==> src/design/cpu_pkg.sv <==
package cpu_pkg;

    // ------------------------------------------------------------------------
    // widths and constants
    // ------------------------------------------------------------------------
    typedef logic [31:0] word_t;
    typedef logic [4:0]  reg_idx_t;

    localparam int    reg_count = 32;
    localparam word_t reset_pc  = 32'h1c00_0000; // first fetch address.

    // 3R and shift-immediate forms, matched on inst[31:15].
    localparam logic [16:0] op17_add_w  = 17'h00020;
    localparam logic [16:0] op17_sub_w  = 17'h00022;
    localparam logic [16:0] op17_slt    = 17'h00024;
    localparam logic [16:0] op17_sltu   = 17'h00025;
    localparam logic [16:0] op17_nor    = 17'h00028;
    localparam logic [16:0] op17_and    = 17'h00029;
    localparam logic [16:0] op17_or     = 17'h0002a;
    localparam logic [16:0] op17_xor    = 17'h0002b;
    localparam logic [16:0] op17_slli_w = 17'h00081;
    localparam logic [16:0] op17_srli_w = 17'h00089;
    localparam logic [16:0] op17_srai_w = 17'h00091;

    // 2RI12 forms, matched on inst[31:22].
    localparam logic [9:0] op10_addi_w = 10'h00a;
    localparam logic [9:0] op10_ld_w   = 10'h0a2;
    localparam logic [9:0] op10_st_w   = 10'h0a6;

    localparam logic [6:0] op7_lu12i_w = 7'h0a;  // matched on inst[31:25].

    // branch forms, matched on inst[31:26].
    localparam logic [5:0] op6_jirl = 6'h13;
    localparam logic [5:0] op6_b    = 6'h14;
    localparam logic [5:0] op6_bl   = 6'h15;
    localparam logic [5:0] op6_beq  = 6'h16;
    localparam logic [5:0] op6_bne  = 6'h17;

    // ------------------------------------------------------------------------
    // enums
    // ------------------------------------------------------------------------
    typedef enum logic [3:0] {
        alu_add, alu_sub, alu_slt, alu_sltu, alu_and, alu_nor,
        alu_or, alu_xor, alu_sll, alu_srl, alu_sra, alu_lui
    } alu_op_t;

    typedef enum logic [2:0] {s_if, s_id, s_exe, s_mem, s_wb} cpu_state_t;

    typedef enum logic [2:0] {br_none, br_b, br_bl, br_beq, br_bne, br_jirl} br_kind_t;

endpackage

==> src/design/decode_if.sv <==
`timescale 1ns/10ps

interface decode_if import cpu_pkg::*; ();
    alu_op_t  alu_op;
    logic     src1_is_pc;
    logic     src2_is_imm;
    word_t    imm;
    br_kind_t br_kind;
    word_t    br_offs;
    reg_idx_t rj;
    reg_idx_t rk_or_rd;
    reg_idx_t dest;
    logic     gr_we;
    logic     mem_we;
    logic     res_from_mem;

    modport dec (output alu_op, src1_is_pc, src2_is_imm, imm, br_kind, br_offs,
                 rj, rk_or_rd, dest, gr_we, mem_we, res_from_mem);
    modport core (input alu_op, src1_is_pc, src2_is_imm, imm, br_kind, br_offs,
                  rj, rk_or_rd, dest, gr_we, mem_we, res_from_mem);
endinterface

==> src/design/alu.sv <==
`timescale 1ns/10ps

module alu import cpu_pkg::*; (
    input  alu_op_t op,
    input  word_t   src1,
    input  word_t   src2,
    output word_t   result
);
    logic [4:0] shamt;
    logic       lt_signed;
    logic       lt_unsigned;

    assign shamt       = src2[4:0];
    assign lt_signed   = $signed(src1) < $signed(src2);
    assign lt_unsigned = src1 < src2;

    always_comb begin
        case (op)
            alu_add:  result = src1 + src2;
            alu_sub:  result = src1 - src2;
            alu_slt:  result = {31'b0, lt_signed};
            alu_sltu: result = {31'b0, lt_unsigned};
            alu_and:  result = src1 & src2;
            alu_nor:  result = ~(src1 | src2);
            alu_or:   result = src1 | src2;
            alu_xor:  result = src1 ^ src2;
            alu_sll:  result = src1 << shamt;
            alu_srl:  result = src1 >> shamt;
            alu_sra:  result = word_t'($signed(src1) >>> shamt);
            alu_lui:  result = src2;       // immediate already sits in the upper 20 bits.
            default:  result = src1 + src2;
        endcase
    end
endmodule

==> src/design/branch_unit.sv <==
`timescale 1ns/10ps

module branch_unit import cpu_pkg::*; (
    input  br_kind_t kind,
    input  word_t    pc,
    input  word_t    rj_value,
    input  word_t    rkd_value,
    input  word_t    offs,
    output logic     taken,
    output word_t    target
);
    logic equal;

    assign equal = (rj_value == rkd_value);

    always_comb begin
        case (kind)
            br_beq:                taken = equal;
            br_bne:                taken = !equal;
            br_b, br_bl, br_jirl:  taken = 1'b1;
            default:               taken = 1'b0;
        endcase
    end

    // jirl is register relative, every other kind is pc relative.
    assign target = (kind == br_jirl) ? rj_value + offs : pc + offs;
endmodule

==> src/design/inst_decoder.sv <==
`timescale 1ns/10ps

module inst_decoder import cpu_pkg::*; (
    input word_t  inst,
    decode_if.dec ctrl
);
    reg_idx_t rd;
    reg_idx_t rk;
    word_t    si12;
    word_t    ui5;
    word_t    si20;
    word_t    offs16;
    word_t    offs26;
    alu_op_t  rr_op;
    logic     rr_hit;
    logic     is_shift;
    logic     rd_is_src;

    assign rd     = inst[4:0];
    assign rk     = inst[14:10];
    assign si12   = {{20{inst[21]}}, inst[21:10]};
    assign ui5    = {27'b0, inst[14:10]};
    assign si20   = {inst[24:5], 12'b0};
    assign offs16 = {{14{inst[25]}}, inst[25:10], 2'b00};
    assign offs26 = {{4{inst[9]}}, inst[9:0], inst[25:10], 2'b00}; // offs[25:16] sits in inst[9:0].

    // register-register and shift-immediate forms share the 17-bit opcode field.
    always_comb begin
        rr_hit = 1'b1;
        case (inst[31:15])
            op17_add_w:  rr_op = alu_add;
            op17_sub_w:  rr_op = alu_sub;
            op17_slt:    rr_op = alu_slt;
            op17_sltu:   rr_op = alu_sltu;
            op17_nor:    rr_op = alu_nor;
            op17_and:    rr_op = alu_and;
            op17_or:     rr_op = alu_or;
            op17_xor:    rr_op = alu_xor;
            op17_slli_w: rr_op = alu_sll;
            op17_srli_w: rr_op = alu_srl;
            op17_srai_w: rr_op = alu_sra;
            default: begin
                rr_op  = alu_add;
                rr_hit = 1'b0;
            end
        endcase
    end

    assign is_shift  = rr_op inside {alu_sll, alu_srl, alu_sra};
    assign rd_is_src = (inst[31:22] == op10_st_w) || (inst[31:26] == op6_beq) ||
                       (inst[31:26] == op6_bne);

    assign ctrl.rj       = inst[9:5];
    assign ctrl.rk_or_rd = rd_is_src ? rd : rk;
    assign ctrl.dest     = (inst[31:26] == op6_bl) ? 5'd1 : rd;

    always_comb begin
        ctrl.alu_op       = alu_add;   // anything unmatched falls through as a no-op.
        ctrl.src1_is_pc   = 1'b0;
        ctrl.src2_is_imm  = 1'b0;
        ctrl.imm          = si12;
        ctrl.br_kind      = br_none;
        ctrl.br_offs      = offs16;
        ctrl.gr_we        = 1'b0;
        ctrl.mem_we       = 1'b0;
        ctrl.res_from_mem = 1'b0;
        if (rr_hit) begin
            ctrl.alu_op      = rr_op;
            ctrl.src2_is_imm = is_shift;
            ctrl.imm         = ui5;
            ctrl.gr_we       = 1'b1;
        end else if (inst[31:22] == op10_addi_w) begin
            ctrl.src2_is_imm = 1'b1;
            ctrl.gr_we       = 1'b1;
        end else if (inst[31:25] == op7_lu12i_w) begin
            ctrl.alu_op      = alu_lui;
            ctrl.src2_is_imm = 1'b1;
            ctrl.imm         = si20;
            ctrl.gr_we       = 1'b1;
        end else if (inst[31:22] == op10_ld_w) begin
            ctrl.src2_is_imm  = 1'b1;
            ctrl.gr_we        = 1'b1;
            ctrl.res_from_mem = 1'b1;
        end else if (inst[31:22] == op10_st_w) begin
            ctrl.src2_is_imm = 1'b1;
            ctrl.mem_we      = 1'b1;
        end else if (inst[31:26] == op6_jirl || inst[31:26] == op6_bl) begin
            ctrl.src1_is_pc  = 1'b1;   // the link value is pc plus 4.
            ctrl.src2_is_imm = 1'b1;
            ctrl.imm         = 32'd4;
            ctrl.gr_we       = 1'b1;
            ctrl.br_kind     = (inst[31:26] == op6_bl) ? br_bl : br_jirl;
            ctrl.br_offs     = (inst[31:26] == op6_bl) ? offs26 : offs16;
        end else if (inst[31:26] == op6_b) begin
            ctrl.br_kind = br_b;
            ctrl.br_offs = offs26;
        end else if (inst[31:26] == op6_beq) begin
            ctrl.br_kind = br_beq;
        end else if (inst[31:26] == op6_bne) begin
            ctrl.br_kind = br_bne;
        end
    end
endmodule

==> src/design/mycpu_top.sv <==
`timescale 1ns/10ps

module mycpu_top import cpu_pkg::*; (
    input  logic     clk,
    input  logic     reset,
    output word_t    inst_sram_addr,
    input  word_t    inst_sram_rdata,
    output logic     data_sram_we,
    output word_t    data_sram_addr,
    output word_t    data_sram_wdata,
    input  word_t    data_sram_rdata,
    output word_t    debug_wb_pc,
    output logic     debug_wb_rf_we,
    output reg_idx_t debug_wb_rf_wnum,
    output word_t    debug_wb_rf_wdata
);
    cpu_state_t state;
    word_t      pc;
    word_t      inst_q;
    word_t      rj_q;
    word_t      rkd_q;
    logic       taken_q;
    word_t      target_q;
    word_t      alu_q;
    word_t      load_q;

    word_t      rf_rdata1;
    word_t      rf_rdata2;
    word_t      alu_src1;
    word_t      alu_src2;
    word_t      alu_result;
    logic       br_taken;
    word_t      br_target;
    word_t      seq_pc;
    word_t      next_pc;
    word_t      wb_data;
    logic       rf_we;
    logic       branch_only;

    decode_if id_bus ();

    inst_decoder u_decoder (.inst(inst_q), .ctrl(id_bus.dec));

    regfile u_regfile (
        .clk    (clk),
        .we     (rf_we),
        .waddr  (id_bus.dest),
        .raddr1 (id_bus.rj),
        .raddr2 (id_bus.rk_or_rd),
        .wdata  (wb_data),
        .rdata1 (rf_rdata1),
        .rdata2 (rf_rdata2)
    );

    alu u_alu (.op(id_bus.alu_op), .src1(alu_src1), .src2(alu_src2), .result(alu_result));

    branch_unit u_branch (
        .kind      (id_bus.br_kind),
        .pc        (pc),
        .rj_value  (rf_rdata1),
        .rkd_value (rf_rdata2),
        .offs      (id_bus.br_offs),
        .taken     (br_taken),
        .target    (br_target)
    );

    // ------------------------------------------------------------------------
    // state sequencing and pc
    // ------------------------------------------------------------------------
    assign branch_only = id_bus.br_kind inside {br_b, br_beq, br_bne};
    assign seq_pc      = pc + 32'd4;
    assign next_pc     = taken_q ? target_q : seq_pc;

    always_ff @(posedge clk) begin
        if (reset) begin
            state <= s_if;
            pc    <= reset_pc;
        end else begin
            case (state)
                s_if: state <= s_id;
                s_id: begin
                    if (branch_only) begin
                        state <= s_if;
                        pc    <= br_taken ? br_target : seq_pc; // plain branches end here.
                    end else begin
                        state <= s_exe;
                    end
                end
                s_exe: state <= (id_bus.mem_we || id_bus.res_from_mem) ? s_mem : s_wb;
                s_mem: begin
                    if (id_bus.res_from_mem) begin
                        state <= s_wb;
                    end else begin
                        state <= s_if;   // stores have nothing to write back.
                        pc    <= next_pc;
                    end
                end
                s_wb: begin
                    state <= s_if;
                    pc    <= next_pc;
                end
                default: state <= s_if;
            endcase
        end
    end

    // ------------------------------------------------------------------------
    // stage registers
    // ------------------------------------------------------------------------
    always_ff @(posedge clk) begin
        case (state)
            s_if: inst_q <= inst_sram_rdata;
            s_id: begin
                rj_q     <= rf_rdata1;
                rkd_q    <= rf_rdata2;
                taken_q  <= br_taken;
                target_q <= br_target;
            end
            s_exe: alu_q <= alu_result;
            s_mem: load_q <= data_sram_rdata;
            default: ;
        endcase
    end

    assign alu_src1 = id_bus.src1_is_pc ? pc : rj_q;
    assign alu_src2 = id_bus.src2_is_imm ? id_bus.imm : rkd_q;
    assign wb_data  = id_bus.res_from_mem ? load_q : alu_q;
    assign rf_we    = (state == s_wb) && id_bus.gr_we;

    // operands hold still after s_id, so the address stays valid into s_mem.
    assign inst_sram_addr  = pc;
    assign data_sram_we    = (state == s_exe) && id_bus.mem_we;
    assign data_sram_addr  = alu_result;
    assign data_sram_wdata = rkd_q;

    assign debug_wb_pc       = pc;
    assign debug_wb_rf_we    = rf_we;
    assign debug_wb_rf_wnum  = id_bus.dest;
    assign debug_wb_rf_wdata = wb_data;

    // stores are whole words only.
    a_store_aligned: assert property (@(posedge clk) disable iff (reset)
        data_sram_we |-> (data_sram_addr[1:0] == 2'b00));
    // bl and jirl link to the instruction after them.
    a_link_value: assert property (@(posedge clk) disable iff (reset)
        (debug_wb_rf_we && (id_bus.br_kind inside {br_bl, br_jirl}))
            |-> (debug_wb_rf_wdata == debug_wb_pc + 32'd4));
    a_state_legal: assert property (@(posedge clk) disable iff (reset)
        state inside {s_if, s_id, s_exe, s_mem, s_wb});
endmodule

==> src/design/regfile.sv <==
`timescale 1ns/10ps

module regfile import cpu_pkg::*; (
    input  logic     clk,
    input  logic     we,
    input  reg_idx_t waddr,
    input  reg_idx_t raddr1,
    input  reg_idx_t raddr2,
    input  word_t    wdata,
    output word_t    rdata1,
    output word_t    rdata2
);
    word_t regs [reg_count];

    always_ff @(posedge clk) begin
        if (we && waddr != 5'd0) begin
            regs[waddr] <= wdata;   // r0 is never written.
        end
    end

    assign rdata1 = (raddr1 == 5'd0) ? 32'd0 : regs[raddr1];
    assign rdata2 = (raddr2 == 5'd0) ? 32'd0 : regs[raddr2];

    // one write per instruction, so writes never come back to back.
    a_single_write: assert property (@(posedge clk) we |=> !we);
endmodule

==> config.mk <==
export PLATFORM = sky130hd
export DESIGN_NAME = mycpu_top
export DESIGN_NICKNAME = d
export VERILOG_FILES = /design/src/design/cpu_pkg.sv /design/src/design/decode_if.sv /design/src/design/alu.sv /design/src/design/branch_unit.sv /design/src/design/inst_decoder.sv /design/src/design/mycpu_top.sv /design/src/design/regfile.sv
export SDC_FILE = /design/constraint.sdc
export NUM_CORES = 2
export LEC_CHECK = 0
export BUFFER_PORTS_ARGS = -buffer_cell sky130_fd_sc_hd__clkbuf_2
export CORE_AREA = 2 2 354 496
export CTS_CLUSTER_SIZE = 16
export DETAILED_ROUTE_END_ITERATION = 10
export DIE_AREA = 0 0 356 498
export HOLD_SLACK_MARGIN = 0.02
export PLACE_DENSITY = 0.55
export SYNTH_ARGS = -nofsm -noshare
export SYNTH_HDL_FRONTEND = slang
export SYNTH_SLANG_ARGS = --single-unit
==> constraint.sdc <==
create_clock -name clk -period 9 [get_ports clk]
set_input_delay 1.8 -clock clk [delete_from_list [all_inputs] [get_ports clk]]
set_output_delay 1.8 -clock clk [all_outputs]
set_load 0.05 [all_outputs]
Word level (Yosys, flattened, before mapping)
Memory sizes are Yosys's and may differ from the RTL's. A register that Yosys moved wholly into a read port is not among the register bits.
Index checks and enable logic that the tools add are counted.
{"block": "op_classes", "bitwise_logic": 4, "order_cmp": 2, "shifts": 3, "eq_ne": 46, "n_reduce_logical": 18, "addsub": 5, "muxes": 75}
{"cell": "$mux W32", "n": 24}
{"cell": "$pmux W32 S11", "n": 1}
{"cell": "$eq A17 B6 Y1 const B", "n": 8}
{"cell": "$add A32 B32 Y32", "n": 3}
{"cell": "$pmux W32 S3", "n": 1}
{"cell": "$lt A32 B32 Y1", "n": 2}
{"cell": "$eq A17 B8 Y1 const B", "n": 3}
{"cell": "$pmux W4 S10", "n": 1}
{"cell": "$mux W3", "n": 12}
{"cell": "$add A32 B3 Y32 const B", "n": 1}
{"cell": "$and A32 B32 Y32", "n": 1}
{"cell": "$eq A32 B32 Y1", "n": 1}
{"cell": "$not A32 Y32", "n": 1}
{"cell": "$or A32 B32 Y32", "n": 1}
{"cell": "$shl A32 B5 Y32", "n": 1}
{"cell": "$shr A32 B5 Y32", "n": 1}
{"cell": "$sshr A32 B5 Y32", "n": 1}
{"cell": "$sub A32 B32 Y32", "n": 1}
{"cell": "$xor A32 B32 Y32", "n": 1}
{"cell": "$eq A6 B5 Y1 const B", "n": 5}
{"cell": "$eq A4 B4 Y1 const B", "n": 7}
{"cell": "$mux W1", "n": 27}
{"cell": "$eq A10 B8 Y1 const B", "n": 2}
{"cell": "$eq A4 B3 Y1 const B", "n": 4}
{"cell": "other kinds (23)", "n": 43}
{"block": "word_totals", "memories": 1, "inputBits": 66, "word_cells": 163, "ram_bits": 1024, "register_bits": 228}
{"memory": "u_regfile.regs", "depth": 32, "width": 32, "rd": 2, "rd_clocked_by_memory_dff": 1, "write_ports": 1, "line": "regfile.sv:13", "rtl": "word_t regs [reg_count];"}

Logic depth before layout (Yosys ltp)
{"block": "logic_depth", "word_depth": 16, "depth_mapped": 31, "depth_no_buf": 25}

Modules after synthesis
A second synthesis with hierarchy kept.
{"block": "unflattened", "hier_cells": 4916, "area_unflattened_um2": 70415.0}
{"mod": "regfile", "instances": 1, "cells_each": 2400, "seq_area_each_um2": 30749.5, "area_per_inst_um2": 46985.1}
{"mod": "alu", "instances": 1, "cells_each": 1365, "seq_area_each_um2": 0.0, "area_per_inst_um2": 9998.3}
{"mod": "mycpu_top", "instances": 1, "cells_each": 662, "seq_area_each_um2": 6496.2, "area_per_inst_um2": 9786.9}
{"mod": "branch_unit", "instances": 1, "cells_each": 328, "seq_area_each_um2": 0.0, "area_per_inst_um2": 2562.5}
{"mod": "inst_decoder", "instances": 1, "cells_each": 161, "seq_area_each_um2": 0.0, "area_per_inst_um2": 1082.3}

Worst setup path after synthesis
OpenSTA, ideal clock, no wires.
{"block": "synth_path", "kind": "flip-flop to output port", "startpoint": "reg inst_q[29]", "endpoint": "out data_sram_addr[26]", "required_ns": 7.200, "path_slack_ns": -0.317, "arrival_time_ns": 7.517, "stages_incl_launch_ff": 30, "cell_sequence": "edfxtp_1 > or4_1 > nor4b_1 > a31oi_1 > nand4_1 > mux2i_1 > clkbuf_1 > clkbuf_1 > clkbuf_1 > clkbuf_1 > ha_1 > inv_1 > fa_1 > nor2b_1 > o21bai_1 > a21oi_1 > o21ai_0 > a21oi_1 > o21a_1 > a311o_1 > a41o_1 > nand3_1 > nand3_1 > o22a_1 > nand3_1 > a31oi_1 > nor2_1 > a21oi_1 > nor2_1 > a221oi_1"}
{"block": "synth_between", "elab_chain_len": 12}
{"element": "start: declaration", "line": "mycpu_top.sv:19", "rtl": "word_t inst_q;"}
{"element": "start signal: assignment", "line": "mycpu_top.sv:112", "rtl": "s_if: inst_q <= inst_sram_rdata;"}
{"element": "branches (longest 11 deep; another with $add A32 B32 Y32)"}
{"element": "$pmux W32 S11 (*)", "line": "alu.sv:18", "rtl": "case (op)"}
{"element": "end: declaration", "line": "mycpu_top.sv:9", "rtl": "output word_t data_sram_addr,"}
Mark *: on every way between the ends.

Final worst setup path
{"block": "layout_path", "startpoint": "reg inst_q[28]", "endpoint": "out data_sram_addr[0]"}
The elaborated chain is that of the path after synthesis.

==> impl_metrics.csv <==
group,metric,value,unit
sta,timing.final.crit_share,0.983,
layout,nNetsFinal,6254,
pwr,vdd_drop_max,238,uV
global_routing,antenna_found_initial,13,
run,maxCapViolations,1,
sta,period_minus_slack,8.85,ns
setup_path,cp-end-kind,"output port",
drt,dr.pass1.iters,7,
global_routing,track_usage,0.328,
pwr,leakage,28.2,nW
sta,max_freq,113,MHz
sta,worst_pin_slew,1.61,ns
synth,async_flop_share,0,
floorplanning,initial_utilization,0.398,
sta,worst_slack,0.153,ns
global_routing,grt_overflow,0,
sta,setup_viol_count_final,0,
sta,skew,0.0739,ns
synth,syn_area,0.0688,mm2
clocking,clk_latency,0.81,ns
setup_path,reg2reg_depth,20,
clocking,clk_path_buf_depth,3,
layout,drive_above_1_share,0.203,
floorplanning,dieHeight,498,um
drt,antenna_left,0,
clocking,cts_tree,"yes",
clocking,cts_buffers,118,
floorplanning,die_x,356,um
setup_path,cp_data_required_time,7.20,ns
setup_path,crit_type,"flip-flop to output port",
drt,vias_per_cell,6.46,
sta,slew_viol_final,5,
setup_path,r2r-start,"inst_q[31]",
setup_path,cp-startpoint,"inst_q[28]",
placement,pre_cts_ws,0.0730,ns
placement,gp_congestion,1.06,
drt,routedWlPerCell,35.1,um
sta,slew_headroom,-0.103,
run_status,violations,"max-capacitance violations, max-slew violations",
floorplanning,dieArea,0.177,mm2
synth,avgSynthCellArea,11.8,um2
clocking,htree_levels,3,
global_routing,grt_max_degree,96,
synth,synth.area.top_cells,"edfxtp_1 (53%), mux4_2 (10%), nand2_1 (6.0%)",
setup_path,crit_end,"data_sram_addr[0]",
placement,place.port_buffers,232,
drt,drt-initial-drc-count,7511,
synth,ys_seq_elements,1257,
global_routing,grt_pass1_wl,408000,um
synth,synth_edf_count,1217,
clocking,ctsRootBufferMaster,"clkbuf_16",
global_routing,grt_pass1_vias,52217,
run_status,status,"finished, violations left",
layout,area_growth,14.0,%
pwr,power.density,248,mW/mm2
floorplanning,core,0.173,mm2
drt,routed_wl,297000,um
worst_hold_path,hold_class,"flip-flop to flip-flop",
synth,syn_inst,5836,
drt,drc,0,
placement,place.detailed.hpwl,202000,um
sta,whs,0.543,ns
setup_path,rr_endpoint,"debug_wb_pc[20]",
synth,synth_top_area_share,0.531,
sta,hold_viol_final,0,
synth,synth_flop_cell,"edfxtp_1",
clocking,clk_pin_slew,0.07,ns
synth,synth_cell_type_count,94,
synth,seq_area_frac_synth,0.543,
floorplanning,ios,233,
setup_path,ff2ff_setup_slack,1.15,ns
setup_path,cp.arrival,7.05,ns
synth,synthTopCellsByCount,"edfxtp_1 (1217), nand2_1 (1102), nand3_1 (421)",
clocking,cts_num_sinks,1257,
drt,vias,54645,
synth,yosysMostFrequentCell,"edfxtp_1",
setup_path,startpoint_type,"flip-flop",
floorplanning,row_count,181,
setup_path,crit_path_max_fanout,6,
synth,synth_top_area_cell,"edfxtp_1",
synth,yosysWarnings,0,
-- through the flow --
step                area [um2]  utilization  total power, W  TNS, ns  std cells
floorplan                68900            -          0.0111        0       5867
global placement         74000        0.428          0.0140        0       8208
detailed placement       74000        0.428          0.0140        0       8209
CTS                      78100        0.452          0.0193        0       8436
global route             78400        0.453          0.0200   -0.259       8450
finish                   78400        0.453          0.0195        0       8453
-- what timing repair did --
item	4_1_cts	5_1_grt
hold buffers	0	0
gates resized for setup	17	24
setup buffers	4	11
endpoints found under the setup margin	12	17
pin swaps	4	8
-- layer usage --
layer  routed length, um  global-route usage  vias to the layer above
li1                    -                   -                    22616
met1              101000               0.378                    27582
met2              140000               0.530                     3496
met3               29200              0.0735                      939
met4               27300               0.252                       12
met5                  66                   0                        -
-- layout by cell type, fill, tap and decap left out, types with 41 or more instances in the layout --
master,Yosys,layout
edfxtp_1,1217,1217
mux4_2,320,320
nor3_1,53,49
inv_1,116,114
a21oi_1,255,249
o22ai_1,51,51
o21ai_0,218,212
mux2_2,77,77
nand2_1,1102,1100
clkbuf_2,0,205
nand3_1,421,420
xnor2_1,51,51
buf_12,0,45
nand4_1,41,41
a31oi_1,57,56
and3_1,80,79
nor2_1,305,270
buf_4,35,265
clkbuf_16,0,118
mux2i_1,220,213
ha_1,127,125
o211ai_1,55,55
-- flip-flops by register name, summed over array words and instances, names as in the netlist, named ones only --
| register | flops |
|---|---|
| alu_q | 32 |
| data_sram_wdata | 32 |
| debug_wb_pc | 32 |
| inst_q | 32 |
| load_q | 32 |
| rj_q | 32 |
| state | 3 |
| taken_q | 1 |
| target_q | 32 |
| u_regfile.regs | 1024 |
-- how the worst min path moves through the flow --
stage / from / endpoint / slack, ns / cells past startpoint
2_1_floorplan: state[0] / state[0] / 0.50 / 1
3_3_place_gp: target_q[19] / debug_wb_pc[19] / 0.52 / 2
3_5_place_dp: target_q[2] / debug_wb_pc[2] / 0.52 / 2
4_1_cts: target_q[2] / debug_wb_pc[2] / 0.54 / 2
5_1_grt: target_q[30] / debug_wb_pc[30] / 0.59 / 2
6_report: target_q[2] / debug_wb_pc[2] / 0.54 / 2
-- where the power goes --
part	switching, W	leakage, nW	internal [W]
clock network	0.00239	1.95	0.00296
registers	0.000249	11.4	0.00674
logic	0.00476	14.9	0.00236
-- kinds of logic after synthesis --
logic type | count (synthesis) | share of synthesized area
muxes | 617 | 0.149
DFF | 1257 | 0.543
buffers and inverters | 564 | 0.0359
adders and majority gates | 130 | 0.0240
AOI/OAI and AO/OA | 1018 | 0.0978
xor gates and xnor gates | 90 | 0.0115
other | 1 | 0.0000545
and+or+nand+nor | 2159 | 0.138
-- critical path: stages (launching register included) --
cell	delay (ns)
edfxtp_1	0.41
or4_4	0.56
nor4b_4	0.40
a31oi_4	0.20
nand4_1	0.24
buf_4	0.17
mux2i_4	0.27
ha_1	0.23
fa_1	0.23
o21bai_1	0.11
a21o_1	0.21
a21oi_1	0.16
o21bai_1	0.16
a21oi_2	0.22
o211ai_1	0.12
o311a_1	0.19
a31o_2	0.29
o21a_1	0.19
nor2_2	0.18
o31a_1	0.25
o221ai_1	0.14
o311a_1	0.19
a221oi_2	0.32
o2111ai_1	0.23
a21oi_1	0.24
buf_4	0.19
buf_12	0.14
-- area by class of cell --
cell class | count | area [um2]
Fill cell | 15846 | 94600
Timing Repair Buffer | 518 | 3950
Tap cell | 2287 | 2860
Antenna cell | 5 | 12.5
Clock buffer | 127 | 2990
Inverter | 117 | 439
Sequential cell | 1257 | 37400
Clock inverter | 96 | 1050
Multi-Input combinational cell | 4046 | 29700
Note: power is estimated with default switching activity, not from simulation.
